==> config.mk <==
export PLATFORM = sky130hd
export DESIGN_NAME = fetch_unit
export DESIGN_NICKNAME = d
export VERILOG_FILES = /design/src/design/isa_pkg.sv /design/src/design/pipe_pkg.sv /design/src/design/fetch_stage_if.sv /design/src/design/fetch_unit.sv /design/src/design/predecode_stage.sv /design/src/design/inst_req_stage.sv /design/src/design/pc_gen_stage.sv
export SDC_FILE = /design/constraint.sdc
export NUM_CORES = 1
export LEC_CHECK = 0
export ABC_CLOCK_PERIOD_IN_PS = 9200
export BUFFER_PORTS_ARGS = -buffer_cell sky130_fd_sc_hd__buf_4
export CAP_MARGIN = 40
export CORE_ASPECT_RATIO = 2
export CORE_UTILIZATION = 60
export CTS_CLUSTER_SIZE = 24
export DETAILED_ROUTE_END_ITERATION = 8
export HOLD_SLACK_MARGIN = 0.06
export PLACE_DENSITY = 0.82
export SYNTH_ARGS = -nofsm -noshare
export SYNTH_HDL_FRONTEND = slang
export SYNTH_SLANG_ARGS = --single-unit
==> constraint.sdc <==
create_clock -name clk -period 9.2 [get_ports clk]
set_input_delay 0.92 -clock clk [delete_from_list [all_inputs] [get_ports clk]]
set_output_delay 0.92 -clock clk [all_outputs]
set_load 0.01 [all_outputs]
==> src/design/isa_pkg.sv <==
package isa_pkg;

    // 3r format used also by system ops
    typedef struct packed {
        logic [16:0] opcode;
        logic [4:0]  rk;
        logic [4:0]  rj;
        logic [4:0]  rd;
    } fmt_3r_t;

    // 2ri16 format of branches and jirl
    typedef struct packed {
        logic [5:0]  opcode;
        logic [15:0] offs16;
        logic [4:0]  rj;
        logic [4:0]  rd;
    } fmt_2ri16_t;

    typedef union packed {
        fmt_3r_t    fmt_3r;
        fmt_2ri16_t fmt_2ri16;
    } inst_word_u;

    // predecode result handed to decode
    typedef enum logic [2:0] {
        cls_alu      = 3'd0,
        cls_branch   = 3'd1,
        cls_jump_reg = 3'd2,
        cls_syscall  = 3'd3,
        cls_ertn     = 3'd4,
        cls_illegal  = 3'd5
    } inst_class_t;

    // 2ri16 opcodes, bits 31:26
    localparam logic [5:0] op_jirl = 6'h13;
    localparam logic [5:0] op_b    = 6'h14;
    localparam logic [5:0] op_bl   = 6'h15;
    localparam logic [5:0] op_beq  = 6'h16;
    localparam logic [5:0] op_bne  = 6'h17;

    // 3r opcodes, bits 31:15
    localparam logic [16:0] op_syscall_3r = 17'h00056;
    localparam logic [16:0] op_ertn       = 17'h00c90;

endpackage

==> src/design/pipe_pkg.sv <==
package pipe_pkg;

    // datapath and address width
    localparam int unsigned xlen = 32;

    // first fetch address after reset
    localparam logic [xlen-1:0] reset_pc = 32'h1C00_0000;

    // sequential fetch step
    localparam logic [xlen-1:0] pc_step = 32'd4;

    // fetches outstanding at once
    localparam int unsigned max_inflight = 2;

    // queue index and occupancy widths
    localparam int unsigned ptr_w = $clog2(max_inflight);
    localparam int unsigned cnt_w = $clog2(max_inflight + 1);

    // fetch exception code
    typedef enum logic [0:0] {
        excep_none = 1'b0,
        excep_adef = 1'b1
    } excep_t;

    // one redirect source per cycle
    typedef enum logic [1:0] {
        redir_none       = 2'd0,
        redir_branch     = 2'd1,
        redir_trap_entry = 2'd2,
        redir_ertn       = 2'd3
    } redirect_kind_t;

endpackage
==> src/design/fetch_stage_if.sv <==
`timescale 1ns/1ps

interface fetch_stage_if import pipe_pkg::*; ();

    logic            valid;
    logic            ready;
    logic [xlen-1:0] pc;
    logic [xlen-1:0] inst;
    excep_t          excep;

    modport producer (
        output valid,
        output pc,
        output inst,
        output excep,
        input  ready
    );

    modport consumer (
        input  valid,
        input  pc,
        input  inst,
        input  excep,
        output ready
    );

endinterface

==> src/design/fetch_unit.sv <==
`timescale 1ns/1ps

module fetch_unit import pipe_pkg::*; import isa_pkg::*; (
    input  logic            clk,
    input  logic            resetn,

    // redirect from later stages
    input  redirect_kind_t  redirect_kind,
    input  logic [xlen-1:0] redirect_target,

    // instruction sram
    output logic            inst_sram_req,
    output logic [xlen-1:0] inst_sram_addr,
    input  logic            inst_sram_addr_ok,
    input  logic            inst_sram_data_ok,
    input  logic [xlen-1:0] inst_sram_rdata,

    // towards decode
    output logic            out_valid,
    input  logic            out_ready,
    output logic [xlen-1:0] out_pc,
    output logic [xlen-1:0] out_inst,
    output excep_t          out_excep,
    output inst_class_t     out_class
);

    logic flush;

    fetch_stage_if pc_to_req ();
    fetch_stage_if req_to_pre ();

    // any redirect kills everything in flight
    assign flush = redirect_kind != redir_none;

    pc_gen_stage pc_gen_stage_inst (
        .clk             (clk),
        .resetn          (resetn),
        .redirect_kind   (redirect_kind),
        .redirect_target (redirect_target),
        .to_req          (pc_to_req.producer)
    );

    inst_req_stage inst_req_stage_inst (
        .clk               (clk),
        .resetn            (resetn),
        .flush             (flush),
        .from_pc           (pc_to_req.consumer),
        .to_pre            (req_to_pre.producer),
        .inst_sram_req     (inst_sram_req),
        .inst_sram_addr    (inst_sram_addr),
        .inst_sram_addr_ok (inst_sram_addr_ok),
        .inst_sram_data_ok (inst_sram_data_ok),
        .inst_sram_rdata   (inst_sram_rdata)
    );

    predecode_stage predecode_stage_inst (
        .clk       (clk),
        .resetn    (resetn),
        .flush     (flush),
        .from_req  (req_to_pre.consumer),
        .out_valid (out_valid),
        .out_ready (out_ready),
        .out_pc    (out_pc),
        .out_inst  (out_inst),
        .out_excep (out_excep),
        .out_class (out_class)
    );

endmodule

==> src/design/predecode_stage.sv <==
`timescale 1ns/1ps

module predecode_stage import pipe_pkg::*; import isa_pkg::*; (
    input  logic            clk,
    input  logic            resetn,
    input  logic            flush,
    fetch_stage_if.consumer from_req,
    output logic            out_valid,
    input  logic            out_ready,
    output logic [xlen-1:0] out_pc,
    output logic [xlen-1:0] out_inst,
    output excep_t          out_excep,
    output inst_class_t     out_class
);

    logic            valid_q;
    logic [xlen-1:0] pc_q;
    logic [xlen-1:0] inst_q;
    excep_t          excep_q;
    inst_class_t     class_q;
    logic            load;
    logic            in_adef;

    function automatic inst_class_t classify(input inst_word_u w);
        // branch opcodes sit in the 2ri16 view
        if (w.fmt_2ri16.opcode inside {op_beq, op_bne, op_b, op_bl}) begin
            return cls_branch;
        end
        if (w.fmt_2ri16.opcode == op_jirl) begin
            return cls_jump_reg;
        end
        if (w.fmt_3r.opcode == op_syscall_3r) begin
            return cls_syscall;
        end
        if (w.fmt_3r.opcode == op_ertn) begin
            return cls_ertn;
        end
        return cls_alu;
    endfunction

    // single register that refills as it drains
    assign from_req.ready = ~flush & (~valid_q | out_ready);
    assign load           = from_req.valid & from_req.ready;
    assign in_adef        = from_req.excep == excep_adef;

    always_ff @(posedge clk) begin
        if (!resetn) begin
            valid_q <= 1'b0;
        end else if (flush) begin
            valid_q <= 1'b0;
        end else if (from_req.ready) begin
            valid_q <= from_req.valid;
        end
    end

    always_ff @(posedge clk) begin
        if (load) begin
            pc_q    <= from_req.pc;
            excep_q <= from_req.excep;
            inst_q  <= in_adef ? '0 : from_req.inst;
            class_q <= in_adef ? cls_illegal : classify(from_req.inst);
        end
    end

    assign out_valid = valid_q;
    assign out_pc    = pc_q;
    assign out_inst  = inst_q;
    assign out_excep = excep_q;
    assign out_class = class_q;

    out_hold_when_stalled: assert property (
        @(posedge clk) disable iff (!resetn)
        out_valid && !out_ready && !flush
            |=> out_valid && $stable(out_pc) && $stable(out_inst) && $stable(out_class)
    );

endmodule

==> src/design/inst_req_stage.sv <==
`timescale 1ns/1ps

module inst_req_stage import pipe_pkg::*; (
    input  logic            clk,
    input  logic            resetn,
    input  logic            flush,
    fetch_stage_if.consumer from_pc,
    fetch_stage_if.producer to_pre,
    output logic            inst_sram_req,
    output logic [xlen-1:0] inst_sram_addr,
    input  logic            inst_sram_addr_ok,
    input  logic            inst_sram_data_ok,
    input  logic [xlen-1:0] inst_sram_rdata
);

    // in-flight queue with the oldest entry at head
    logic [xlen-1:0]  q_pc       [max_inflight];
    excep_t           q_excep    [max_inflight];
    logic             q_has_data [max_inflight];
    logic [xlen-1:0]  q_data     [max_inflight];

    logic [ptr_w-1:0] head;
    logic [ptr_w-1:0] tail;
    logic [cnt_w-1:0] count;
    logic [cnt_w-1:0] discard_cnt;
    logic [cnt_w-1:0] waiting;
    logic [ptr_w-1:0] fill_idx;
    logic             fill_found;

    logic slot_free;
    logic is_adef;
    logic mem_idle;
    logic push;
    logic pop;
    logic fill;
    logic drop;

    assign slot_free = count < cnt_w'(max_inflight);
    assign is_adef   = from_pc.excep == excep_adef;
    // no new memory traffic until stale responses are gone
    assign mem_idle  = discard_cnt == '0;

    assign inst_sram_req  = from_pc.valid & slot_free & ~flush & ~is_adef & mem_idle;
    assign inst_sram_addr = from_pc.pc;

    // misaligned pc skips memory entirely
    assign from_pc.ready = slot_free & ~flush & (is_adef | (inst_sram_addr_ok & mem_idle));
    assign push          = from_pc.valid & from_pc.ready;

    assign to_pre.valid = (count != '0) && q_has_data[head];
    assign to_pre.pc    = q_pc[head];
    assign to_pre.inst  = q_data[head];
    assign to_pre.excep = q_excep[head];
    assign pop          = to_pre.valid & to_pre.ready;

    // oldest live entry still waiting on memory
    always_comb begin
        logic [ptr_w-1:0] idx;
        fill_found = 1'b0;
        fill_idx   = head;
        waiting    = '0;
        for (int i = 0; i < max_inflight; i++) begin
            idx = head + ptr_w'(i);
            if (cnt_w'(i) < count && !q_has_data[idx]) begin
                waiting = waiting + cnt_w'(1);
                if (!fill_found) begin
                    fill_found = 1'b1;
                    fill_idx   = idx;
                end
            end
        end
    end

    assign drop = inst_sram_data_ok & ~mem_idle;
    assign fill = inst_sram_data_ok & mem_idle & fill_found;

    always_ff @(posedge clk) begin
        if (!resetn) begin
            head        <= '0;
            tail        <= '0;
            count       <= '0;
            discard_cnt <= '0;
        end else if (flush) begin
            head        <= '0;
            tail        <= '0;
            count       <= '0;
            // requests still at memory come back as garbage
            discard_cnt <= discard_cnt - cnt_w'(drop) + waiting - cnt_w'(fill);
        end else begin
            if (push) begin
                tail <= tail + ptr_w'(1);
            end
            if (pop) begin
                head <= head + ptr_w'(1);
            end
            count <= count + cnt_w'(push) - cnt_w'(pop);
            if (drop) begin
                discard_cnt <= discard_cnt - cnt_w'(1);
            end
        end
    end

    always_ff @(posedge clk) begin
        if (push) begin
            q_pc[tail]       <= from_pc.pc;
            q_excep[tail]    <= from_pc.excep;
            q_has_data[tail] <= is_adef;
            q_data[tail]     <= '0;
        end
        if (fill) begin
            q_has_data[fill_idx] <= 1'b1;
            q_data[fill_idx]     <= inst_sram_rdata;
        end
    end

    occupancy_bound: assert property (
        @(posedge clk) disable iff (!resetn)
        count <= cnt_w'(max_inflight)
    );

    // memory must not answer more than was asked
    no_spurious_data_ok: assert property (
        @(posedge clk) disable iff (!resetn)
        inst_sram_data_ok |-> (waiting != '0 || discard_cnt != '0)
    );

endmodule

==> src/design/pc_gen_stage.sv <==
`timescale 1ns/1ps

module pc_gen_stage import pipe_pkg::*; (
    input  logic            clk,
    input  logic            resetn,
    input  redirect_kind_t  redirect_kind,
    input  logic [xlen-1:0] redirect_target,
    fetch_stage_if.producer to_req
);

    logic            valid_q;
    logic [xlen-1:0] pc_q;
    logic [xlen-1:0] pc_next;
    logic            fire;

    assign fire = to_req.valid & to_req.ready;

    // ertn over trap entry over branch over sequential
    always_comb begin
        pc_next = pc_q;
        if (redirect_kind == redir_ertn) begin
            pc_next = redirect_target;
        end else if (redirect_kind == redir_trap_entry) begin
            pc_next = redirect_target;
        end else if (redirect_kind == redir_branch) begin
            pc_next = redirect_target;
        end else if (fire) begin
            pc_next = pc_q + pc_step;
        end
    end

    always_ff @(posedge clk) begin
        if (!resetn) begin
            valid_q <= 1'b0;
            pc_q    <= reset_pc;
        end else begin
            // starts offering one cycle out of reset
            valid_q <= 1'b1;
            pc_q    <= pc_next;
        end
    end

    assign to_req.valid = valid_q;
    assign to_req.pc    = pc_q;
    // no instruction word yet at this point
    assign to_req.inst  = '0;
    assign to_req.excep = (pc_q[1:0] != 2'b00) ? excep_adef : excep_none;

    // offered pc held under back-pressure
    pc_hold_when_stalled: assert property (
        @(posedge clk) disable iff (!resetn)
        to_req.valid && !to_req.ready && redirect_kind == redir_none
            |=> $stable(to_req.pc)
    );

endmodule

==> results.yml <==
run_status:
  outcome: "complete, no violations"
floorplan:
  ios: 173
  dieArea_um2: 17700
  die_h_um: 187
  initial_utilization_pct: 61.2
  rows: 67
  core-area_um2: 16800
  die_x_um: 94.5
detailed_routing:
  wl_met2_mm: 12.1
  final_antenna_net_count: 0
  first_iter_violations: 351
  wl_met1_mm: 7.43
  wl_met3_mm: 1.25
  drc: 0
  viasPerCell: 5.92
  wirelength_mm: 21.7
  routed.top_layer: "met4"
  firstDrtPassIters: 5
  vias: 6851
  wire_per_inst_um: 18.7
clock_network:
  clk_latency_ns: 0.49
  cts.sinks: 241
  ctsResizeCount: 0
  cts_inserted_buffers: 20
  htreeDepth: 1
  cts_tree: "built"
  clk_pin_slew_ns: 0.07
  post_cts.repair.setup_buffers: 0
  hold_buffers: 0
  root_buffer: "clkbuf_16"
  clock_path_buffers: 3
sta:
  setup-violations-final: 0
  timing.setup.tns_ns: 0
  worst_slew_pin_slew_ns: 0.912
  rsz0062_at_grt: "false"
  fin_skew_ns: 0.0129
  hold_ws_ns: 0.532
  finalHoldViolCount: 0
  fin_crit_sh_pct: 37.4
  timing.final.crit_period_ns: 3.44
  slew_violations: 0
  slew_headroom_pct: 39.2
  fmax_mhz: 290
global_route:
  grt.total_usage_pct: 25.1
  grt_pass1_vias: 6770
  grt_pass1_wl_mm: 34.2
  grt-ovfl-total: 0
  antenna_found_initial: 0
  grt_max_degree: 69
yosys:
  async_flop_share_pct: 0
  ys_seq_elements: 241
  synth_edf_count: 198
  netlist.area_leader.share_pct: 57.9
  ys.flop_type: "edfxtp_1"
  yosys_warnings: 0
  syn_area_um2: 10300
  postSynthAreaPerCell_um2: 13.3
  yosysSeqAreaShare_pct: 66.3
  syn_nets: 859
  ys_types: 60
  yosysTopAreaCell: "edfxtp_1"
  ys_top_cells_by_area: "edfxtp_1 58%, dfxtp_1 8.4%, and2_1 4.0%, mux2_2 3.8%, mux2i_1 3.6%"
  synthCells: 774
cells_and_area:
  drive_above_1_share_pct: 28.2
  mostFrequentLayoutCells: "198 x edfxtp_1, 182 x buf_4, 66 x and2_1"
  nFillCells: 1149
  mostFrequentLayoutCell: "edfxtp_1"
  area_delta_synth_final_pct: 20.8
  diodes: 0
  final_nets: 1022
critical_path:
  critical_path_depth: 14
  required_ns: 9.59
  reg2reg_from: "inst_req_stage_inst.head"
  path_delay_family: "adder cells"
  worst_r2r_path_depth: 14
  worst_setup_path_end_kind: "flop"
  path_cells: "buf_4 -> mux2i_1 -> nand2_1 -> ha_1 -> nand3b_1 -> fa_1 -> inv_1 -> fa_1 -> inv_1 -> ha_1 -> xor2_1 -> xnor2_1 -> nor2_1 -> a211oi_1"
  max_stage_delay_ns: 0.54
  r2r-end: "inst_req_stage_inst.discard_cnt[1]"
  crit_path_start_kind: "flop"
  cp-endpoint: "inst_req_stage_inst.discard_cnt[1]"
  cp_slowest_cell: "fa_1"
  cp.arrival_ns: 3.84
  crit_type: "flop to flop"
  critical_path.startpoint: "inst_req_stage_inst.head"
  rrSetupSlack_ns: 5.76
  crit_buf_inv: 3
  worstPathMaxFanout: 36
power:
  power.density_nw_per_um2: 184
  irDropWorstVdd_v: 0.000206
  leakagePower_nw: 4.64
  total_power_w: 0.00228
job:
  cap_violations: 0
placement:
  hpwl_mm: 15.2
  port-buffer-count: 172
  place.gp.congestion: 0.910
hold_path:
  hold_depth: 0
  min_path_type: "flop to flop"
[kinds of logic (layout without fill, tap and decap cells)]
kind of cell | count (synthesis) | after routing | synth area share [%]
AO/OA/AOI/OAI | 107 | 107 | 6.74
XOR/XNOR | 8 | 8 | 0.683
adder cells (fa/ha/maj) | 14 | 14 | 1.85
buffers and inverters | 59 | 236 | 2.72
flip-flops | 241 | 241 | 66.3
multiplexers | 72 | 72 | 7.45
AND/OR/NAND/NOR | 273 | 273 | 14.2
[state kept, by name, indices dropped and copies added, names as in the netlist, named ones only]
signal and cells:
inst_req_stage_inst.q_data 64, inst_req_stage_inst.q_pc 64, pc_gen_stage_inst.to_req.pc 32, predecode_stage_inst.out_inst 32, predecode_stage_inst.out_pc 32, predecode_stage_inst.out_class 3
inst_req_stage_inst.count 2, inst_req_stage_inst.discard_cnt 2, inst_req_stage_inst.q_excep 2, inst_req_stage_inst.q_has_data 2, inst_req_stage_inst.head 1, inst_req_stage_inst.tail 1
pc_gen_stage_inst.to_req.valid 1, predecode_stage_inst.out_excep 1, predecode_stage_inst.out_valid 1
[power breakdown]
part | internal [W] | switching, W | leakage [nW]
registers | 0.00120 | 0.0000350 | 2.31
clock network | 0.000519 | 0.000369 | 0.335
logic | 0.0000753 | 0.0000859 | 1.99
total | 0.00179 | 0.000490 | 4.64
[final cells by class]
| class | instances | area [µm²] | share of cell area, % |
|---|---|---|---|
| Sequential cell | 241 | 6810 | 54.9 |
| Multi-Input combinational cell | 474 | 3200 | 25.8 |
| Timing Repair Buffer | 183 | 1380 | 11.1 |
| Clock buffer | 25 | 561 | 4.52 |
| Tap cell | 207 | 259 | 2.09 |
| Clock inverter | 11 | 135 | 1.09 |
| Inverter | 17 | 63.8 | 0.514 |
[worst min path at each step]
stage                                            startpoint                                 to
after global placement      pc_gen_stage_inst.to_req.pc[28]    inst_req_stage_inst.q_pc[0][28]
after global routing        pc_gen_stage_inst.to_req.pc[28]    inst_req_stage_inst.q_pc[0][28]
after detailed placement    pc_gen_stage_inst.to_req.pc[28]    inst_req_stage_inst.q_pc[1][28]
final                       pc_gen_stage_inst.to_req.pc[28]    inst_req_stage_inst.q_pc[0][28]
after CTS                   pc_gen_stage_inst.to_req.pc[28]    inst_req_stage_inst.q_pc[0][28]
after floorplan           inst_req_stage_inst.q_has_data[0]  inst_req_stage_inst.q_has_data[0]
[routing by layer]
metal	GRT usage, %	vias up
met1	27.2	3282
li1	-	3207
met3	3.29	58
met5	0	-
met2	47.5	304
met4	10.1	0
[synth_stat cells (3+ instances only)]
| library cell | n |
|---|---|
| a21oi_1 | 29 |
| nand4_1 | 12 |
| or3_1 | 6 |
| inv_1 | 17 |
| nand3_1 | 23 |
| edfxtp_1 | 198 |
| nand3b_1 | 7 |
| mux2_2 | 35 |
| o31ai_1 | 3 |
| o221a_2 | 4 |
| clkbuf_8 | 3 |
| and3_1 | 8 |
| nor2_1 | 63 |
| o211ai_1 | 3 |
| a31oi_1 | 13 |
| nand2_1 | 43 |
| dfxtp_1 | 43 |
| xor2_1 | 3 |
| and2_1 | 66 |
| a22oi_1 | 5 |
| nor4_1 | 7 |
| o32ai_1 | 3 |
| a211oi_1 | 7 |
| xnor2_1 | 5 |
| clkbuf_1 | 26 |
| nand2b_1 | 4 |
| nor4b_1 | 3 |
| o22ai_1 | 4 |
| and4_1 | 3 |
| buf_2 | 8 |
| mux2i_1 | 37 |
| a311oi_1 | 3 |
| nor3_1 | 14 |
| ha_1 | 12 |
| o21ai_0 | 21 |
[per-stage QoR]
| stage | worst slack, ns | util, % | instances | cell area (µm²) |
|---|---|---|---|---|
| 6_report | 5.76 | 74.0 | 1158 | 12400 |
| 5_1_grt | 5.48 | 74.0 | 1158 | 12400 |
| 4_1_cts | 5.76 | 74.0 | 1158 | 12400 |
| 3_5_place_dp | 5.78 | 69.8 | 1122 | 11700 |
| 3_3_place_gp | 5.84 | 69.7 | 1121 | 11700 |
| 2_1_floorplan | 4.12 | - | 774 | 10300 |
Note: power is estimated with default switching activity, not from simulation.
